## src/logic/snd_pkg.sv

```systemverilog
// Sound board package
// Widths, host address windows, voice register map and PCM gain table
`default_nettype none

package snd_pkg;

    // Bus widths
    localparam int HOST_AW = 16;        // Host address
    localparam int ROM_AW  = 19;        // Sample/program ROM address
    localparam int DW      = 8;         // Data byte
    localparam int SND_W   = 16;        // Mixed output

    // Host address windows
    localparam logic [HOST_AW-1:0] ROM_WIN_END = 16'hEFFF;  // ROM visible up to here
    localparam logic [HOST_AW-1:0] REG_BASE    = 16'hF000;  // Register page, 256 bytes

    // Voice register map, offsets in the low nibble
    localparam int REG_VOICE_BIT = 4;   // 0 voice 0, 1 voice 1

    localparam logic [3:0] REG_START0 = 4'd0;   // Start address, low byte
    localparam logic [3:0] REG_START1 = 4'd1;
    localparam logic [3:0] REG_START2 = 4'd2;   // Bits 18:16 only
    localparam logic [3:0] REG_END0   = 4'd3;   // End address, inclusive
    localparam logic [3:0] REG_END1   = 4'd4;
    localparam logic [3:0] REG_END2   = 4'd5;
    localparam logic [3:0] REG_CTRL   = 4'd6;   // Bit 0 key-on, bit 1 loop
    localparam logic [3:0] REG_STATUS = 4'd7;   // Read only, bit 0 playing

    localparam logic [DW-1:0] UNMAPPED_RD = 8'hFF;  // Open bus value

    // ROM requesters
    localparam int N_REQ    = 3;
    localparam int REQ_HOST = 0;        // Highest priority
    localparam int REQ_V0   = 1;
    localparam int REQ_V1   = 2;

    // Effect level gains in 4.4 fixed point, index is fxlevel
    localparam logic [3:0][DW-1:0] PCM_GAIN = {8'h14, 8'h08, 8'h04, 8'h02};

endpackage

`default_nettype wire

```

## src/logic/snd_bus_if.sv

```systemverilog
// Voice register bus
// Host decoder drives address, data and strobes, the voice returns read data
`timescale 1ns/1ps
`default_nettype none

interface snd_bus_if import snd_pkg::*; ();

    logic [7:0]    addr;    // Offset in register page
    logic [DW-1:0] wdata;
    logic          wr;      // Single cycle write strobe
    logic          rd;      // Read strobe, only when voice selected
    logic [DW-1:0] rdata;   // Zero unless rd

    modport host (
        output addr,
        output wdata,
        output wr,
        output rd,
        input  rdata
    );

    modport voice (
        input  addr,
        input  wdata,
        input  wr,
        input  rd,
        output rdata
    );

endinterface

`default_nettype wire

```

## src/logic/rom_req_if.sv

```systemverilog
// ROM request channel
// Requester holds cs and addr until ok, ok carries valid data for one cycle
`timescale 1ns/1ps
`default_nettype none

interface rom_req_if import snd_pkg::*; ();

    logic              cs;
    logic [ROM_AW-1:0] addr;
    logic              ok;      // One cycle, only to the granted requester
    logic [DW-1:0]     data;

    modport requester (
        output cs,
        output addr,
        input  ok,
        input  data
    );

    modport arbiter (
        input  cs,
        input  addr,
        output ok,
        output data
    );

endinterface

`default_nettype wire

```

## src/logic/snd_host_decode.sv

```systemverilog
// Host address decoder
// Splits host space into ROM window, voice register page and open bus.
// ROM reads wait for ok, register and open bus reads answer next cycle.
`timescale 1ns/1ps
`default_nettype none

module snd_host_decode import snd_pkg::*; (
    input  wire                 clk,
    input  wire                 rst,

    input  wire [HOST_AW-1:0]   host_addr,
    input  wire [DW-1:0]        host_wdata,
    input  wire                 host_wr,
    input  wire                 host_rd,
    output logic [DW-1:0]       host_rdata,
    output logic                host_rvalid,

    snd_bus_if.host             v0_bus,
    snd_bus_if.host             v1_bus,
    rom_req_if.requester        rom
);

    logic               rom_win;    // 0000-EFFF
    logic               reg_cs;     // F000-F0FF
    logic               vsel;       // Voice select bit
    logic               rom_pend;   // ROM read in flight
    logic [HOST_AW-1:0] rom_addr_q;
    logic [DW-1:0]      reg_rdata;

    // Chip selects, anything else is open bus
    assign rom_win = host_addr <= ROM_WIN_END;
    assign reg_cs  = host_addr[HOST_AW-1:8] == REG_BASE[HOST_AW-1:8];
    assign vsel    = host_addr[REG_VOICE_BIT];

    // Register strobes go to one voice only
    assign v0_bus.addr  = host_addr[7:0];
    assign v0_bus.wdata = host_wdata;
    assign v0_bus.wr    = host_wr && reg_cs && !vsel;
    assign v0_bus.rd    = host_rd && reg_cs && !vsel;

    assign v1_bus.addr  = host_addr[7:0];
    assign v1_bus.wdata = host_wdata;
    assign v1_bus.wr    = host_wr && reg_cs && vsel;
    assign v1_bus.rd    = host_rd && reg_cs && vsel;

    assign reg_rdata = vsel ? v1_bus.rdata : v0_bus.rdata;

    // ROM window maps straight onto the low ROM addresses
    assign rom.cs   = rom_pend;
    assign rom.addr = {{(ROM_AW-HOST_AW){1'b0}}, rom_addr_q};

    always_ff @(posedge clk) begin
        if (rst) begin
            rom_pend    <= 1'b0;
            host_rvalid <= 1'b0;
        end else begin
            host_rvalid <= (host_rd && !rom_win) || rom.ok;  // One cycle pulse
            if (host_rd && rom_win)
                rom_pend <= 1'b1;
            else if (rom.ok)
                rom_pend <= 1'b0;   // cs drops the cycle after ok
        end
    end

    // Read data path
    always_ff @(posedge clk) begin
        if (host_rd && rom_win)
            rom_addr_q <= host_addr;    // Held until ok
        if (rom.ok)
            host_rdata <= rom.data;
        else if (host_rd && !rom_win)
            host_rdata <= reg_cs ? reg_rdata : UNMAPPED_RD;
    end

endmodule

`default_nettype wire

```

## src/logic/pcm_voice.sv

```systemverilog
// PCM voice
// Start, end and control registers, one byte prefetch from ROM.
// Prefetched byte moves to the output on cen, then the next byte is requested.
`timescale 1ns/1ps
`default_nettype none

module pcm_voice import snd_pkg::*; (
    input  wire                 clk,
    input  wire                 rst,
    input  wire                 cen,        // Sample tick
    snd_bus_if.voice            regs,
    rom_req_if.requester        rom,
    output logic signed [DW-1:0] voice_out
);

    logic [ROM_AW-1:0] start_addr, end_addr, cur_addr;
    logic              keyon, loop;
    logic              playing;
    logic              fetching;    // cs held
    logic              restart;     // Key-on waiting for a free ROM channel
    logic              pf_valid, pf_last;
    logic [DW-1:0]     pf_data;
    logic              ending;      // End byte is on the output
    logic              ctrl_wr;

    assign ctrl_wr  = regs.wr && regs.addr[3:0] == REG_CTRL;
    assign rom.cs   = fetching;
    assign rom.addr = cur_addr;

    // Address registers
    always_ff @(posedge clk) begin
        if (regs.wr) begin
            case (regs.addr[3:0])
                REG_START0: start_addr[7:0]         <= regs.wdata;
                REG_START1: start_addr[15:8]        <= regs.wdata;
                REG_START2: start_addr[ROM_AW-1:16] <= regs.wdata[ROM_AW-17:0];
                REG_END0:   end_addr[7:0]           <= regs.wdata;
                REG_END1:   end_addr[15:8]          <= regs.wdata;
                REG_END2:   end_addr[ROM_AW-1:16]   <= regs.wdata[ROM_AW-17:0];
                default: ;
            endcase
        end
    end

    always_comb begin
        regs.rdata = '0;
        if (regs.rd) begin
            case (regs.addr[3:0])
                REG_START0: regs.rdata = start_addr[7:0];
                REG_START1: regs.rdata = start_addr[15:8];
                REG_START2: regs.rdata = {5'd0, start_addr[ROM_AW-1:16]};
                REG_END0:   regs.rdata = end_addr[7:0];
                REG_END1:   regs.rdata = end_addr[15:8];
                REG_END2:   regs.rdata = {5'd0, end_addr[ROM_AW-1:16]};
                REG_CTRL:   regs.rdata = {6'd0, loop, keyon};
                REG_STATUS: regs.rdata = {7'd0, playing};
                default: ;
            endcase
        end
    end

    always_ff @(posedge clk) begin
        if (rst) begin
            {playing, fetching, restart, ending} <= 4'd0;
            {pf_valid, pf_last, keyon, loop}     <= 4'd0;
            voice_out <= '0;
        end else begin
            if (rom.ok)
                fetching <= 1'b0;
            // A restart discards whatever fetch was in flight
            if (restart && (!fetching || rom.ok)) begin
                restart  <= 1'b0;
                fetching <= 1'b1;
                cur_addr <= start_addr;
            end else if (rom.ok) begin
                pf_valid <= 1'b1;
                pf_data  <= rom.data;
                pf_last  <= cur_addr == end_addr;
                cur_addr <= (cur_addr == end_addr) ? start_addr : cur_addr + 1'b1;
            end
            if (cen && playing && !restart) begin
                if (ending) begin           // One-shot done
                    playing   <= 1'b0;
                    ending    <= 1'b0;
                    voice_out <= '0;
                end else if (pf_valid) begin    // Else old sample repeats
                    voice_out <= pf_data;
                    pf_valid  <= 1'b0;
                    if (pf_last && !loop)
                        ending <= 1'b1;
                    else
                        fetching <= 1'b1;   // Next byte, wraps in loop mode
                end
            end
            if (ctrl_wr) begin
                keyon <= regs.wdata[0];
                loop  <= regs.wdata[1];
                if (regs.wdata[0]) begin
                    playing  <= 1'b1;
                    restart  <= 1'b1;
                    pf_valid <= 1'b0;
                    ending   <= 1'b0;
                end else begin      // Key-off stops at once
                    playing   <= 1'b0;
                    restart   <= 1'b0;
                    voice_out <= '0;
                end
            end
        end
    end

endmodule

`default_nettype wire

```

## src/logic/rom_arbiter.sv

```systemverilog
// ROM port arbiter
// Host has fixed priority, the two voices alternate.
// Grant is locked from the first cs until ok.
`timescale 1ns/1ps
`default_nettype none

module rom_arbiter import snd_pkg::*; (
    input  wire                 clk,
    input  wire                 rst,
    rom_req_if.arbiter          host_req,
    rom_req_if.arbiter          v0_req,
    rom_req_if.arbiter          v1_req,
    output logic [ROM_AW-1:0]   rom_addr,
    output logic                rom_cs,
    input  wire [DW-1:0]        rom_data,
    input  wire                 rom_ok
);

    logic [N_REQ-1:0] pick;     // Fresh choice when idle
    logic [N_REQ-1:0] gnt_q;    // Locked grant
    logic [N_REQ-1:0] gnt;
    logic             busy;
    logic             rr_v1;    // Voice 1 wins the next tie

    always_comb begin
        pick = '0;
        if (host_req.cs)
            pick[REQ_HOST] = 1'b1;
        else if (v0_req.cs && v1_req.cs)
            pick[rr_v1 ? REQ_V1 : REQ_V0] = 1'b1;
        else if (v0_req.cs)
            pick[REQ_V0] = 1'b1;
        else if (v1_req.cs)
            pick[REQ_V1] = 1'b1;
    end

    assign gnt    = busy ? gnt_q : pick;
    assign rom_cs = |gnt;

    always_comb begin
        rom_addr = '0;
        if (gnt[REQ_HOST])
            rom_addr = host_req.addr;
        else if (gnt[REQ_V0])
            rom_addr = v0_req.addr;
        else if (gnt[REQ_V1])
            rom_addr = v1_req.addr;
    end

    // ok and data back to the owner only
    assign host_req.ok   = rom_ok && gnt[REQ_HOST];
    assign v0_req.ok     = rom_ok && gnt[REQ_V0];
    assign v1_req.ok     = rom_ok && gnt[REQ_V1];
    assign host_req.data = gnt[REQ_HOST] ? rom_data : '0;
    assign v0_req.data   = gnt[REQ_V0]   ? rom_data : '0;
    assign v1_req.data   = gnt[REQ_V1]   ? rom_data : '0;

    always_ff @(posedge clk) begin
        if (rst) begin
            busy  <= 1'b0;
            gnt_q <= '0;
            rr_v1 <= 1'b0;
        end else if (rom_ok) begin
            busy  <= 1'b0;
            gnt_q <= '0;
            if (gnt[REQ_V0])
                rr_v1 <= 1'b1;  // Other voice next time
            else if (gnt[REQ_V1])
                rr_v1 <= 1'b0;
        end else if (!busy && rom_cs) begin
            busy  <= 1'b1;
            gnt_q <= pick;
        end
    end

endmodule

`default_nettype wire

```

## src/logic/snd_mixer.sv

```systemverilog
// PCM mixer
// 4.4 gain from the effect level table, two voices summed and saturated.
// Output and sample strobe come two cycles after cen.
`timescale 1ns/1ps
`default_nettype none

module snd_mixer import snd_pkg::*; (
    input  wire                     clk,
    input  wire                     rst,
    input  wire                     cen,
    input  wire                     enable_pcm,
    input  wire  [1:0]              fxlevel,
    input  wire  signed [DW-1:0]    voice0,
    input  wire  signed [DW-1:0]    voice1,
    output logic signed [SND_W-1:0] snd,
    output logic                    sample,
    output logic                    peak
);

    logic [DW-1:0]                 gain;
    logic signed [SND_W+DW:0]      p0, p1;    // 16 bit sample times 9 bit gain
    logic signed [SND_W+DW-4:0]    s0, s1;    // After the 4.4 shift
    logic signed [SND_W+DW-3:0]    sum;
    logic                          sat;
    logic                          cen_d;     // Voices valid here

    assign gain = enable_pcm ? PCM_GAIN[fxlevel] : '0;

    // Gain is unsigned, keep its top bit out of the sign
    assign p0 = $signed({voice0, 8'd0}) * $signed({1'b0, gain});
    assign p1 = $signed({voice1, 8'd0}) * $signed({1'b0, gain});
    assign s0 = p0[SND_W+DW:4];
    assign s1 = p1[SND_W+DW:4];
    assign sum = s0 + s1;

    // Overflow when the bits above the output sign disagree
    assign sat = !(&sum[SND_W+DW-3:SND_W-1] || ~|sum[SND_W+DW-3:SND_W-1]);

    always_ff @(posedge clk) begin
        if (rst) begin
            cen_d  <= 1'b0;
            sample <= 1'b0;
            peak   <= 1'b0;
            snd    <= '0;
        end else begin
            cen_d  <= cen;
            sample <= cen_d;
            peak   <= cen_d && sat;     // Pulses with sample
            if (cen_d) begin
                if (sat)
                    snd <= {sum[SND_W+DW-3], {(SND_W-1){~sum[SND_W+DW-3]}}};
                else
                    snd <= sum[SND_W-1:0];
            end
        end
    end

endmodule

`default_nettype wire

```

## src/logic/snd_sys.sv

```systemverilog
// Sound board sample playback top
// Host decoder, two PCM voices, shared ROM arbiter and mixer
`timescale 1ns/1ps
`default_nettype none

module snd_sys import snd_pkg::*; (
    input  wire                     clk,
    input  wire                     rst,
    input  wire                     cen,        // Sample tick

    input  wire  [1:0]              fxlevel,
    input  wire                     enable_pcm,

    // Host bus
    input  wire  [HOST_AW-1:0]      host_addr,
    input  wire  [DW-1:0]           host_wdata,
    input  wire                     host_wr,
    input  wire                     host_rd,
    output logic [DW-1:0]           host_rdata,
    output logic                    host_rvalid,

    // Sample/program ROM
    output logic [ROM_AW-1:0]       rom_addr,
    output logic                    rom_cs,
    input  wire  [DW-1:0]           rom_data,
    input  wire                     rom_ok,

    output logic signed [SND_W-1:0] snd,
    output logic                    sample,
    output logic                    peak
);

    logic signed [DW-1:0] v0_out, v1_out;

    snd_bus_if v0_bus ();
    snd_bus_if v1_bus ();
    rom_req_if host_rom ();
    rom_req_if v0_rom ();
    rom_req_if v1_rom ();

    snd_host_decode u_decode (
        .clk         (clk),
        .rst         (rst),
        .host_addr   (host_addr),
        .host_wdata  (host_wdata),
        .host_wr     (host_wr),
        .host_rd     (host_rd),
        .host_rdata  (host_rdata),
        .host_rvalid (host_rvalid),
        .v0_bus      (v0_bus.host),
        .v1_bus      (v1_bus.host),
        .rom         (host_rom.requester)
    );

    pcm_voice u_voice0 (
        .clk       (clk),
        .rst       (rst),
        .cen       (cen),
        .regs      (v0_bus.voice),
        .rom       (v0_rom.requester),
        .voice_out (v0_out)
    );

    pcm_voice u_voice1 (
        .clk       (clk),
        .rst       (rst),
        .cen       (cen),
        .regs      (v1_bus.voice),
        .rom       (v1_rom.requester),
        .voice_out (v1_out)
    );

    rom_arbiter u_arb (
        .clk      (clk),
        .rst      (rst),
        .host_req (host_rom.arbiter),
        .v0_req   (v0_rom.arbiter),
        .v1_req   (v1_rom.arbiter),
        .rom_addr (rom_addr),
        .rom_cs   (rom_cs),
        .rom_data (rom_data),
        .rom_ok   (rom_ok)
    );

    snd_mixer u_mixer (
        .clk        (clk),
        .rst        (rst),
        .cen        (cen),
        .enable_pcm (enable_pcm),
        .fxlevel    (fxlevel),
        .voice0     (v0_out),
        .voice1     (v1_out),
        .snd        (snd),
        .sample     (sample),
        .peak       (peak)
    );

endmodule

`default_nettype wire

```

## config.mk

```make
export PLATFORM = sky130hd
export DESIGN_NAME = snd_sys
export DESIGN_NICKNAME = d
export VERILOG_FILES = /design/src/logic/snd_pkg.sv /design/src/logic/snd_bus_if.sv /design/src/logic/rom_req_if.sv /design/src/logic/snd_host_decode.sv /design/src/logic/pcm_voice.sv /design/src/logic/rom_arbiter.sv /design/src/logic/snd_mixer.sv /design/src/logic/snd_sys.sv
export SDC_FILE = /design/constraint.sdc
export NUM_CORES = 1
export LEC_CHECK = 0
export BUFFER_PORTS_ARGS = -buffer_cell sky130_fd_sc_hd__buf_4
export CAP_MARGIN = 15
export CORE_MARGIN = 10
export CORE_UTILIZATION = 65
export DETAILED_ROUTE_END_ITERATION = 16
export PLACE_DENSITY = 0.89
export SYNTH_ARGS = -nofsm -noshare
export SYNTH_HDL_FRONTEND = slang
export SYNTH_SLANG_ARGS = --single-unit
```

## constraint.sdc

```tcl
create_clock -name clk -period 15.85 [get_ports clk]
set_clock_uncertainty 0.15 [all_clocks]
set_input_delay 0.7925 -clock clk [delete_from_list [all_inputs] [get_ports clk]]
set_output_delay 0.7925 -clock clk [all_outputs]
set_load 0.01 [all_outputs]
```

=== Word level (Yosys, flattened, before mapping) ===
Index checks and enable logic that the tools add are counted.

* Flip-flop bits (word level): 212
* Input port bits: 41
* Output and inout port bits: 47
* Word-level logic and storage cells: 241

* $add $sub $neg: 3
* Multipliers: 2
* $lt $le $gt $ge: 4
* Eq/ne operators: 10
* Muxes and demuxes: 96
* Bitwise gates (word level): 4
* Reduce and logical (&&, ||, !) cells: 77

{| class="wikitable"
|+ Operator list
! kind !! count
|-
| 19-bit two-way mux || 9
|-
| 8-bit two-way mux || 19
|-
| 8-bit case mux with 8 select lines || 2
|-
| 1-bit two-way mux || 59
|-
| 19-bit by 1-bit adder with 19-bit output (second input constant) || 2
|-
| 19-bit equality test || 2
|-
| 2-bit AND reduction || 19
|-
| 8-bit by 9-bit multiplier with 17-bit output || 2
|-
| 32-bit by 1-bit >= comparator with 1-bit output (second input constant) || 1
|-
| 32-bit by 4-bit < comparator with 1-bit output (second input constant) || 1
|-
| 1-bit logical AND || 25
|-
| 21-bit by 21-bit adder with 22-bit output || 1
|-
| 2-bit nonzero test || 11
|-
| 8-bit binary-select mux with 2-bit select || 1
|-
| 4-bit by 3-bit equality test with 1-bit output (second input constant) || 4
|-
| 16-bit less-or-equal comparator (second input constant) || 1
|-
| 16-bit two-way mux || 1
|-
| 1-bit zero test || 11
|-
| 4-bit by 2-bit equality test with 1-bit output (second input constant) || 2
|-
| 8-bit equality test (second input constant) || 1
|-
| 7-bit AND reduction || 1
|-
| 7-bit OR reduction || 1
|-
| 2-bit two-way mux || 3
|-
| 3-bit AND reduction || 2
|-
| other kinds (9) || 15
|}

=== Logic depth before layout (Yosys ltp) ===
Gate-level depths: netlist of run 1.

* Word-level depth: 17
* Gate-level depth with buffers: 32
* Depth with buffers taken out: 30

=== Cells and area by module ===
A second synthesis of run 1 with hierarchy kept.

* Cell total of the unflattened synthesis: 1417
* Area, all modules: 14197.4 sq um

{| class="wikitable"
|+ By module, submodules not included
! module !! times used !! cells an instance !! area an instance (sq um)
|-
| pcm_voice || 2 || 314 || 3844.9
|-
| snd_mixer || 1 || 478 || 4025.1
|-
| snd_host_decode || 1 || 114 || 1358.8
|-
| rom_arbiter || 1 || 197 || 1123.6
|}

=== Worst setup path after synthesis of run 1 ===
Ideal clock, no wire load.

* Kind: input-to-reg
* Start: in fxlevel[0]
* End: reg u_mixer.snd[12]
* Data arrival time: 6726 ps
* Required time: 15578 ps
* Setup slack: 8852 ps
* Stages on the path: 28
* Path buffers: 2
* Path through: and3b_1 clkbuf_1 nand2_1 fa_1 fa_1 inv_1 fa_1 fa_1 ha_1 o21ai_0 a21boi_1 o21a_1 o21ai_0 nand2b_1 a21o_1 a211oi_1 xnor2_1 ha_1 nand2_1 o21ai_0 nor2_1 o311ai_1 o21ai_1 and4bb_4 a21oi_2 and2_1 buf_6 a311o_1

* Longest elaborated chain between the ends: 9

{| class="wikitable"
|+ Ends and longest elaborated chain
! what !! line !! text
|-
| start: declaration || snd_sys.sv:11 || <nowiki>input wire [1:0] fxlevel,</nowiki>
|-
| 8-bit binary-select mux with 2-bit select (*) || snd_mixer.sv:27 || <nowiki>assign gain = enable_pcm ? PCM_GAIN[fxlevel] : '0;</nowiki>
|-
| 8-bit two-way mux (implied by the code) (*) || snd_mixer.sv:27 ||
|-
| 8-bit two-way mux (*) || snd_mixer.sv:27 ||
|-
| 8-bit by 9-bit multiplier with 17-bit output, on equally long branches || snd_mixer.sv:30, snd_mixer.sv:31 ||
|-
| 21-bit by 21-bit adder with 22-bit output (*) || snd_mixer.sv:34 || <nowiki>assign sum = s0 + s1;</nowiki>
|-
| 7-bit OR reduction || snd_mixer.sv:37 || <nowiki>assign sat = !(&sum[SND_W+DW-3:SND_W-1] || ~|sum[SND_W+DW-3:SND_W-1]);</nowiki>
|-
| 1-bit zero test || snd_mixer.sv:37 ||
|-
| 1-bit logical OR || snd_mixer.sv:37 ||
|-
| 16-bit two-way mux (*) || snd_mixer.sv:50 || <nowiki>if (sat)</nowiki>
|-
| end signal: assignment || snd_mixer.sv:51 || <nowiki>snd <= {sum[SND_W+DW-3], {(SND_W-1){~sum[SND_W+DW-3]}}};</nowiki>
|-
| end signal: assignment || snd_mixer.sv:53 || <nowiki>snd <= sum[SND_W-1:0];</nowiki>
|-
| end: declaration || snd_mixer.sv:15 || <nowiki>output logic signed [SND_W-1:0] snd,</nowiki>
|}

Mark *: on every way between the ends. The rest lies on a longest branch, timed or not. The select of a mux whose other input is x is not followed.
A chain may end at the register's enable or synchronous reset.

=== Final worst setup path of run 1 ===
* Start: in fxlevel[0]
* End: reg u_mixer.snd[11]

The elaborated chain is that of the path after synthesis.

==> summary.txt, run 1 <==
Status: finished clean
Setup TNS: 0 ps
Worst slew pin tran: 1160 ps
Final Setup Violations: 0
First-pass DRT Iterations: 6
CTS resizes: 0
Synth top area cells: edfxtp_1 36%, ha_1 9.3%, dfxtp_1 8.4%
Most common cell in the netlist: edfxtp_1
Area growth syn-to-layout: 12.3%
Top_reg_cell synth: edfxtp_1
VDD IR-drop max: 0.0875 mV
Routed WL per cell: 20.7 um
DRC: 0
Mapped Nets: 1453
RSZ-0062 raised after global routing: no
CP max FO: 16
WS Path Type: input pin to register
Die X: 161 um
H-tree levels: 1
Mapped Cells: 1287
Clk slew on worst S/H paths: 60 ps
Port bufs: 87
DR vias: 10300
Final Max Slew Viols: 0
Hold buffers post-CTS: 0
Root buffer cell: clkbuf_16
CORE AREA: 19500 sq um
Critical Path Source Type: input pin
Total GRT Usage: 0.255
Hold WC Path Type: input pin to register
Arrival time worst endpoint: 7610 ps
Initial antenna violation count: 1
Grt total ovfl: 0
DP HPWL: 25000 um
Critical Path RT: 16090 ps
Die area: 25900 sq um
Most instantiated cells after synthesis: 154 x edfxtp_1, 114 x nand2_1, 113 x a21oi_1
Post-Syn Area per Cell: 10.0 sq um
Leading area contributor after synthesis: edfxtp_1
N_diodes: 0
Largest net degree at the start of global routing: 39
Clk buf depth: 3
Synth Register Bits: 208
Power density cells: 81.0 nW/um^2
Starting DRT DRC Count: 1020
Antenna-violating nets left: 0
Die height: 161 um
Post-CTS setup buffer count: 0
Fin crit share: 0.465
CTS tree: done
Post-synth top area share: 0.359
Num CTS Buffers: 23
Mapped Area: 12900 sq um
First-pass GRT wire length: 53600 um
EDFF count, synth: 154
Num rows: 51
Routed wire length: 33800 um
Min Tclk post-route: 7370 ps
Pre-CTS WS: 8080 ps
Total clock sinks: 208
Max-Slew Margin vs Limit: 0.221
Ys async rst share: 0
YS warnings: 0
Vias per std cell: 6.29
Sequential-to-total area share from yosys stat: 0.443
Peak Freq: 0.136 GHz
Worst Setup End Kind: register
Vias in the first global route: 10000
Final hold violations: 0
Initial Util: 0.662
Layout cells sized above 1: 0.116
NumNets Final: 1517
Placer Congestion: 0.980
Leakage: 0.00595 uW
Synth cell types: 65
Worst skew pair latency: 510 ps
Boundary pin count: 88
Post-route setup slack: 8480 ps
Maxcap violations: 0
## sequential cells by signal, summed over array words and instances (netlist names), 3 cells and up
| register | cells |
|---|---|
| u_arb.gnt_q | 3 |
| u_decode.host_rdata | 8 |
| u_decode.rom_addr_q | 16 |
| u_mixer.snd | 12 |
| u_voice0.end_addr | 19 |
| u_voice0.pf_data | 8 |
| u_voice0.rom.addr | 19 |
| u_voice0.start_addr | 19 |
| u_voice0.voice_out | 8 |
| u_voice1.end_addr | 19 |
| u_voice1.pf_data | 8 |
| u_voice1.rom.addr | 19 |
| u_voice1.start_addr | 19 |
| u_voice1.voice_out | 8 |
## layout by cell type, fill, tap and decap left out, types with 23 or more instances in the layout
cell type and instances:
edfxtp_1 154, nand2_1 114, nor2_1 112, a21oi_1 111, ha_1 96, buf_4 95, inv_1 72, xor2_1 68
a22oi_1 54, dfxtp_1 54, and2_1 45, o21ai_0 38, nor2b_1 32, xnor2_1 32, fa_1 29, and3_1 23
clkbuf_16 23
## cell families (layout without fill, tap and decap cells)
family	count (synthesis)	count (layout)	share of synthesized area
buffers and inverters	129	209	0.0394
adder cells (fa/ha/maj)	125	125	0.138
flip-flops	208	208	0.443
AND/OR/NAND/NOR	431	431	0.165
XOR/XNOR	100	100	0.0680
AO/OA/AOI/OAI	283	283	0.138
multiplexers	11	11	0.00903
## per-layer routing
metal | global-route usage | vias to the layer above | wire (um)
met5 | 0 | - | 13
met4 | 0.120 | 2 | 1740
met3 | 0.0552 | 124 | 2850
met2 | 0.432 | 535 | 16600
met1 | 0.302 | 4889 | 12700
li1 | - | 4713 | -
## power breakdown
| part | internal (uW) | switching (uW) | leakage (uW) |
|---|---|---|---|
| registers | 588 | 2.16 | 0.00186 |
| clock network | 316 | 218 | 0.000374 |
| logic | 18.6 | 29.8 | 0.00372 |
| total | 922 | 250 | 0.00595 |
## stage by stage
step / hold WS, ps / power [uW] / utilization / instance area (sq um) / instances
after floorplan: 294 / 623 / - / 12900 / 1287
after global placement: 307 / 647 / 0.704 / 13700 / 1589
after detailed placement: 306 / 649 / 0.704 / 13700 / 1589
after CTS: 292 / 1170 / 0.743 / 14500 / 1630
after global routing: 291 / 1200 / 0.744 / 14500 / 1632
final: 304 / 1170 / 0.744 / 14500 / 1632
## critical path, stage by stage
cell,delay [ps]
buf_4,150
and3b_1,590
nand2_1,160
fa_1,480
fa_1,560
inv_1,60
fa_1,500
fa_1,490
ha_1,350
o21ai_0,150
a21boi_1,150
o21a_1,200
o21ai_0,150
nand2b_1,70
a21o_1,200
a211oi_1,290
xnor2_1,110
ha_1,420
nand2_1,110
o21ai_0,310
nor2_1,120
o311ai_1,110
o21ai_1,110
and4bb_4,340
a21oi_2,70
and2_1,280
a221o_1,310
## layout make-up
type	count	area, sq um
clock inverters	17	173
well taps	265	332
multi-input cells	950	6690
fillers	1282	4990
repair buffers	96	718
flip-flops and latches	208	5710
inverters	72	270
clock buffers	24	579
## worst paths after layout
kind                                          from                          endpoint  slack (ps)  cells after the start
setup / recovery                        fxlevel[0]      u_mixer.snd[11]$_SDFFE_PP0P_        8480                     27
hold reg to reg           u_arb.rr_v1$_SDFFE_PP0P_          u_arb.rr_v1$_SDFFE_PP0P_         320                      2
setup reg to reg  u_voice1.voice_out[7]$_SDFF_PP0_      u_mixer.snd[11]$_SDFFE_PP0P_        8750                     25
hold / removal                        host_addr[5]  u_decode.rom_addr_q[5]$_DFFE_PP_         300                      1
(Power assumes the default switching activity.)
==> run 2: changes to the inputs <==
CORE_UTILIZATION = 62   (was 65)
PLACE_DENSITY = 0.85   (was 0.89)
clock period = 7.6 ns   (was 15.85 ns; I/O delays follow)
==> run 2 against run 1 <==
Worst hold slack lost 280 ps. Design area grew 2.0%. Clock power grew 120%. Critical endpoint is now u_mixer.snd[10]$_SDFFE_PP0P_. Register-to-register slack lost 8100 ps.
==> summary.txt, run 2 (same netlist as run 1, synthesis figures left out) <==
Die X: 164 um (was 161 um)
Critical Path Source Type: register (was input pin)
Worst path depth: 25 (was 27)
Area growth syn-to-layout: 14.6% (was 12.3%)
CP top delay family: adder cells (unchanged)
Grt total ovfl: 0 (unchanged)
Routed WL per cell: 21.1 um (was 20.7 um)
CP max FO: 12 (was 16)
Starting DRT DRC Count: 1307 (was 1020)
Commonest non-fill, non-tap cell in the layout: edfxtp_1 (unchanged)
Root buffer cell: clkbuf_16 (unchanged)
Most frequent cells in the layout: 154 x edfxtp_1, 114 x nand2_1, 112 x nor2_1 (unchanged)
Most used cell along the critical path: fa_1 (unchanged)
Layout cells sized above 1: 0.116 (about the same)
Die height: 164 um (was 161 um)
R2r endpoint: u_mixer.snd[10]$_SDFFE_PP0P_ (was u_mixer.snd[11]$_SDFFE_PP0P_)
Crit path buf inv count: 1 (was 2)
Fin crit share: 0.916
Max-Slew Margin vs Limit: 0.257 (was 0.221)
Non-filler instance count after layout: 1664 (was 1632)
Sequential power share: 0.493 (was 0.503)
Critical path launch point: u_voice1.voice_out[7]$_SDFF_PP0_ (was fxlevel[0])
CORE AREA: 20400 sq um (was 19500 sq um)
N_diodes: 0 (unchanged)
Final Max Slew Viols: 0 (unchanged)
Slowest stage delay, CP: 630 ps (was 590 ps)
First-pass DRT Iterations: 6 (unchanged)
Power density cells: 169 nW/um^2 (was 81.0 nW/um^2)
Initial antenna violation count: 0 (was 1)
Vias per std cell: 6.29 (about the same)
Antenna-violating nets left: 0 (unchanged)
CTS tree: done (unchanged)
First-pass GRT wire length: 54400 um (was 53600 um)
VDD IR-drop max: 0.217 mV (was 0.0875 mV)
Clk buf depth: 3 (unchanged)
R2r startpoint: u_voice1.voice_out[7]$_SDFF_PP0_ (unchanged)
Min Tclk post-route: 6960 ps
Final Setup Violations: 0 (unchanged)
DR vias: 10500 (was 10300)
Initial Util: 0.633 (was 0.662)
Worst Setup End Kind: register (unchanged)
Internal power: 1950 uW (was 922 uW)
Worst reg2reg setup slack: 640 ps (was 8750 ps)
CTS resizes: 0 (unchanged)
Switch share: 0.218 (was 0.213)
Switching Power: 545 uW (was 250 uW)
M1 GR Usage: 0.306 (was 0.302)
Hold WC Path Type: input pin to register (unchanged)
Critical Path RT: 7850 ps (was 16090 ps)
Leakage: 0.00607 uW (was 0.00595 uW)
Slowest stage cell, crit path: dfxtp_1 (was and3b_1)
Comb pwr share: 0.046 (was 0.041)
H-tree levels: 1 (unchanged)
Arrival time worst endpoint: 7210 ps (was 7610 ps)
GRT met3 Usage: 0.0413 (was 0.0552)
WS Path Type: register to register (was input pin to register)
Total clock sinks: 208 (unchanged)
Peak Freq: 0.144 GHz
Routed wire length: 35100 um (was 33800 um)
Boundary pin count: 88 (unchanged)
Die area: 27000 sq um (was 25900 sq um)
Setup TNS: 0 ps (unchanged)
Worst slew pin tran: 1110 ps (was 1160 ps)
Status: finished clean (unchanged)
RSZ-0062 raised after global routing: no (unchanged)
Path depth of the worst reg2reg path: 25 (unchanged)
DP HPWL: 25500 um (was 25000 um)
Num rows: 52 (was 51)
Worst skew pair latency: 540 ps (was 510 ps)
Total GRT Usage: 0.253 (was 0.255)
Inst Count DP: 1597 (was 1589)
Port bufs: 87 (unchanged)
Crit path to: u_mixer.snd[10]$_SDFFE_PP0P_ (was u_mixer.snd[11]$_SDFFE_PP0P_)
Maxcap violations: 0 (unchanged)
GRT met2 Usage: 0.426 (was 0.432)
Placer Congestion: 1.01 (was 0.980)
Clk slew on worst S/H paths: 60 ps (about the same)
GR peak layer: met2 (unchanged)
NumNets Final: 1543 (was 1517)
Final hold violations: 0 (unchanged)
Clk pwr share: 0.461 (was 0.456)
DRC: 0 (unchanged)
Vias in the first global route: 10200 (was 10000)
Num CTS Buffers: 23 (unchanged)
Largest net degree at the start of global routing: 39 (unchanged)
run 2: changes by cell type in the layout (fill, tap and decap cells not counted):
cell,previous run,this run
buf_4,95,97
clkbuf_4,0,1
clkinv_8,0,1
clkbuf_1,1,4
inv_4,0,1
clkinv_2,7,3
clkbuf_8,0,1
buf_6,0,1
inv_16,0,1
buf_8,0,1
inv_6,2,0
dlygate4sd3_1,0,21
run 2: worst min-delay path by stage:
stage | from | to | slack [ps] | cells past startpoint
after global placement | u_arb.rr_v1$_SDFFE_PP0P_ | u_arb.rr_v1$_SDFFE_PP0P_ | 300 | 2
after floorplan | u_arb.rr_v1$_SDFFE_PP0P_ | u_arb.rr_v1$_SDFFE_PP0P_ | 290 | 2
after CTS | rom_data[1] | u_voice0.pf_data[1]$_SDFFCE_PN0P_ | 10 | 2
after detailed placement | u_arb.rr_v1$_SDFFE_PP0P_ | u_arb.rr_v1$_SDFFE_PP0P_ | 310 | 2
after global routing | rom_data[1] | u_voice0.pf_data[1]$_SDFFCE_PN0P_ | 20 | 2
final | rom_data[4] | u_voice1.pf_data[4]$_SDFFCE_PN0P_ | 20 | 2
run 2: what timing repair did:
item,4_1_cts,5_1_grt
hold buffers,21,0
endpoints found under the hold margin,67,0
buffers inserted,0,0
run 2: power groups by stage:
stage	Sequential (uW)	Combinational [uW]	Clock, uW
after floorplan	1260	43.4	0
after global placement	1250	98.9	0
after detailed placement	1250	101	0
after CTS	1230	111	1150
after global routing	1230	122	1200
final	1230	114	1150
run 2: routing by layer:
metal,vias up,share of wire
li1,4759,-
met1,4928,0.36
met2,630,0.49
met3,152,0.093
met4,0,0.061
met5,-,0
run 2: cell type report:
class	instances	area (sq um)
clock buffers	28	604
clock inverters	14	178
fillers	1369	5600
inverters	72	270
multi-input cells	950	6690
flip-flops and latches	208	5710
well taps	270	338
repair buffers	122	977
run 2: per-stage QoR:
stage / instance area (sq um) / hold slack [ps] / setup WS, ps / utilization / power, uW
2_1_floorplan: 12900 / 294 / 1010 / - / 1300
3_3_place_gp: 13700 / 305 / 719 / 0.674 / 1350
3_5_place_dp: 13700 / 309 / 444 / 0.674 / 1360
4_1_cts: 14700 / 9.79 / 684 / 0.723 / 2490
5_1_grt: 14800 / 19.6 / 170 / 0.725 / 2550
6_report: 14800 / 22.6 / 638 / 0.725 / 2500
==> run 3: changes to the inputs <==
clock period = 6.8 ns   (was 7.6 ns; I/O delays follow)
==> run 3 against run 2 <==
Clock power is 5% higher. Worst setup slack worse by 330 ps. Sequential cell count stayed put. Critical path depth shrank 2. First-iteration DRC count rose by 3.0%. Via count up 0.99%. Critical endpoint is now u_mixer.snd[13]$_SDFFE_PP0P_. Largest power group unchanged.
==> summary.txt, run 3 (same netlist as run 1, synthesis figures left out) <==
Final hold violations: 0 (unchanged)
Most used cell along the critical path: fa_1 (unchanged)
Num CTS Buffers: 23 (unchanged)
Placer Congestion: 0.995 (was 1.01)
Arrival time worst endpoint: 6740 ps (was 7210 ps)
Slowest stage cell, crit path: fa_1 (was dfxtp_1)
WS Path Type: register to register (unchanged)
Area growth syn-to-layout: 15.7% (was 14.6%)
CP cell instances: nand2_1, fa_1, fa_1, inv_1, fa_1, fa_1, ha_1, o21ai_0, a21boi_1, o21ai_0, nand2b_1, a31o_2, a21o_1, a21oi_1, xnor2_1, ha_1, nand2_1, or4_1, a21bo_1, and4bb_4, nand3_2, a21boi_4, a221o_1
Commonest non-fill, non-tap cell in the layout: edfxtp_1 (unchanged)
Clk slew on worst S/H paths: 60 ps (about the same)
Critical path launch point: u_voice0.voice_out[6]$_SDFF_PP0_ (was u_voice1.voice_out[7]$_SDFF_PP0_)
DR vias: 10600 (was 10500)
Leakage: 0.00614 uW (was 0.00607 uW)
Layout cells sized above 1: 0.126 (was 0.116)
R2r startpoint: u_voice0.voice_out[6]$_SDFF_PP0_ (was u_voice1.voice_out[7]$_SDFF_PP0_)
VDD IR-drop max: 0.273 mV (was 0.217 mV)
Routed WL per cell: 21.8 um (was 21.1 um)
Largest net degree at the start of global routing: 39 (unchanged)
Final Max Slew Viols: 0 (unchanged)
Num rows: 52 (unchanged)
N_diodes: 0 (unchanged)
Die X: 164 um (unchanged)
Min Tclk post-route: 6490 ps (was 6960 ps)
Most frequent cells in the layout: 154 x edfxtp_1, 114 x nand2_1, 112 x nor2_1 (unchanged)
DRC: 0 (unchanged)
Fin util: 0.732 (was 0.725)
Post-route cell area: 14900 sq um (was 14800 sq um)
Starting DRT DRC Count: 1346 (was 1307)
Post-DP Area: 13800 sq um (was 13700 sq um)
Vias in the first global route: 10400 (was 10200)
DP HPWL: 26300 um (was 25500 um)
Max-Slew Margin vs Limit: 0.236 (was 0.257)
Initial antenna violation count: 0 (unchanged)
Maxcap violations: 0 (unchanged)
FF/Latch Area: 5710 sq um (about the same)
Routed wire length: 36700 um (was 35100 um)
Fin crit share: 0.954 (was 0.916)
Hold WC Path Type: input pin to register (unchanged)
CTS tree: done (unchanged)
Power density cells: 183 nW/um^2 (was 169 nW/um^2)
Critical Path Source Type: register (unchanged)
Switch share: 0.221 (was 0.218)
Die height: 164 um (unchanged)
Sequential power share: 0.505 (was 0.493)
Grt total ovfl: 0 (unchanged)
Root buffer cell: clkbuf_16 (unchanged)
Port bufs: 87 (unchanged)
Antenna-violating nets left: 0 (unchanged)
Clk buf depth: 3 (unchanged)
Switching Power: 603 uW (was 545 uW)
Total clock sinks: 208 (unchanged)
Total GRT Usage: 0.264 (was 0.253)
H-tree levels: 1 (unchanged)
Area of the multi-input gates: 6730 sq um (was 6690 sq um)
Final Setup Violations: 0 (unchanged)
CP max FO: 8 (was 12)
Vias per std cell: 6.29 (about the same)
CORE AREA: 20400 sq um (unchanged)
Peak Freq: 0.154 GHz (was 0.144 GHz)
First-pass DRT Iterations: 6 (unchanged)
Worst slew pin tran: 1140 ps (was 1110 ps)
Worst Setup End Kind: register (unchanged)
Internal power: 2120 uW (was 1950 uW)
Status: finished clean (unchanged)
Critical Path RT: 7050 ps (was 7850 ps)
Boundary pin count: 88 (unchanged)
Die area: 27000 sq um (unchanged)
Slowest stage delay, CP: 560 ps (was 630 ps)
Clk pwr share: 0.445 (was 0.461)
Initial Util: 0.633 (unchanged)
Comb pwr share: 0.050 (was 0.046)
Worst skew pair latency: 530 ps (was 540 ps)
Worst min-delay path startpoint: host_rd (was rom_data[4])
NumNets Final: 1562 (was 1543)
First-pass GRT wire length: 56500 um (was 54400 um)
Fillers: 1367 (was 1369)
run 3: cell count changes in the layout (fill, tap and decap cells not counted), sizes merged:
cell / before / now
bufinv: 3 / 1
inv: 75 / 73
dlygate4sd3: 21 / 30
buf: 100 / 110
clkinvlp: 1 / 2
clkbuf: 29 / 31
run 3: power groups by stage:
stage	sequential, uW	clock, uW	combinational, uW
6_report	1380	1210	136
3_5_place_dp	1400	0	116
5_1_grt	1380	1270	143
3_3_place_gp	1400	0	113
2_1_floorplan	1400	0	48.6
4_1_cts	1370	1210	131
run 3: metal layers:
metal | track usage | vias up | part of all wire
met2 | 0.457 | 577 | 0.50
li1 | - | 4810 | -
met3 | 0.0481 | 122 | 0.083
met5 | 0 | - | 0
met1 | 0.313 | 5064 | 0.37
met4 | 0.117 | 0 | 0.046
run 3: worst max-delay path: cells and delay by family, from the launching register on:
family / cells / cell delay [ps]
xor gates and xnor gates: 1 / 100
AOI/OAI and AO/OA: 9 / 1660
and+or+nand+nor: 6 / 1200
DFF: 1 / 390
adders and majority gates: 6 / 2790
buffers and inverters: 1 / 60
run 3: metrics by stage:
step | hold slack (ps) | power [uW] | setup slack, ps | TNS, ps | cells
final | 23.5 | 2730 | 313 | 0 | 1682
after global routing | 27.3 | 2790 | -35.3 | -192 | 1682
after CTS | 3.89 | 2720 | 263 | 0 | 1678
after detailed placement | 307 | 1520 | -113 | -1030 | 1607
after global placement | 304 | 1510 | 3.14 | 0 | 1607
after floorplan | 289 | 1450 | 255 | 0 | 1287
run 3: path summary, 6_finish.rpt:
| check | to | slack (ps) | cells after the start |
|---|---|---|---|
| worst max-delay path | u_mixer.snd[13]$_SDFFE_PP0P_ | 310 | 23 |
| worst min-delay path | u_decode.host_rvalid$_SDFF_PP0_ | 20 | 3 |
| worst max register to register | u_mixer.snd[13]$_SDFFE_PP0P_ | 310 | 23 |
| worst min register to register | u_arb.rr_v1$_SDFFE_PP0P_ | 320 | 2 |
run 3: repair_timing:
action / CTS / global route
hold endpoints to repair: 81 / 0
hold buffers: 30 / 0
setup buffers: 0 / 1
resized for setup: 0 / 11
setup endpoints to repair: 0 / 11
run 3: layout make-up:
type,instances,area share
Clock inverter,11,0.00663
Clock buffer,30,0.0424
Tap cell,270,0.0226
Sequential cell,208,0.383
Multi-Input combinational cell,950,0.451
Inverter,72,0.0181
Timing Repair Buffer,141,0.0763
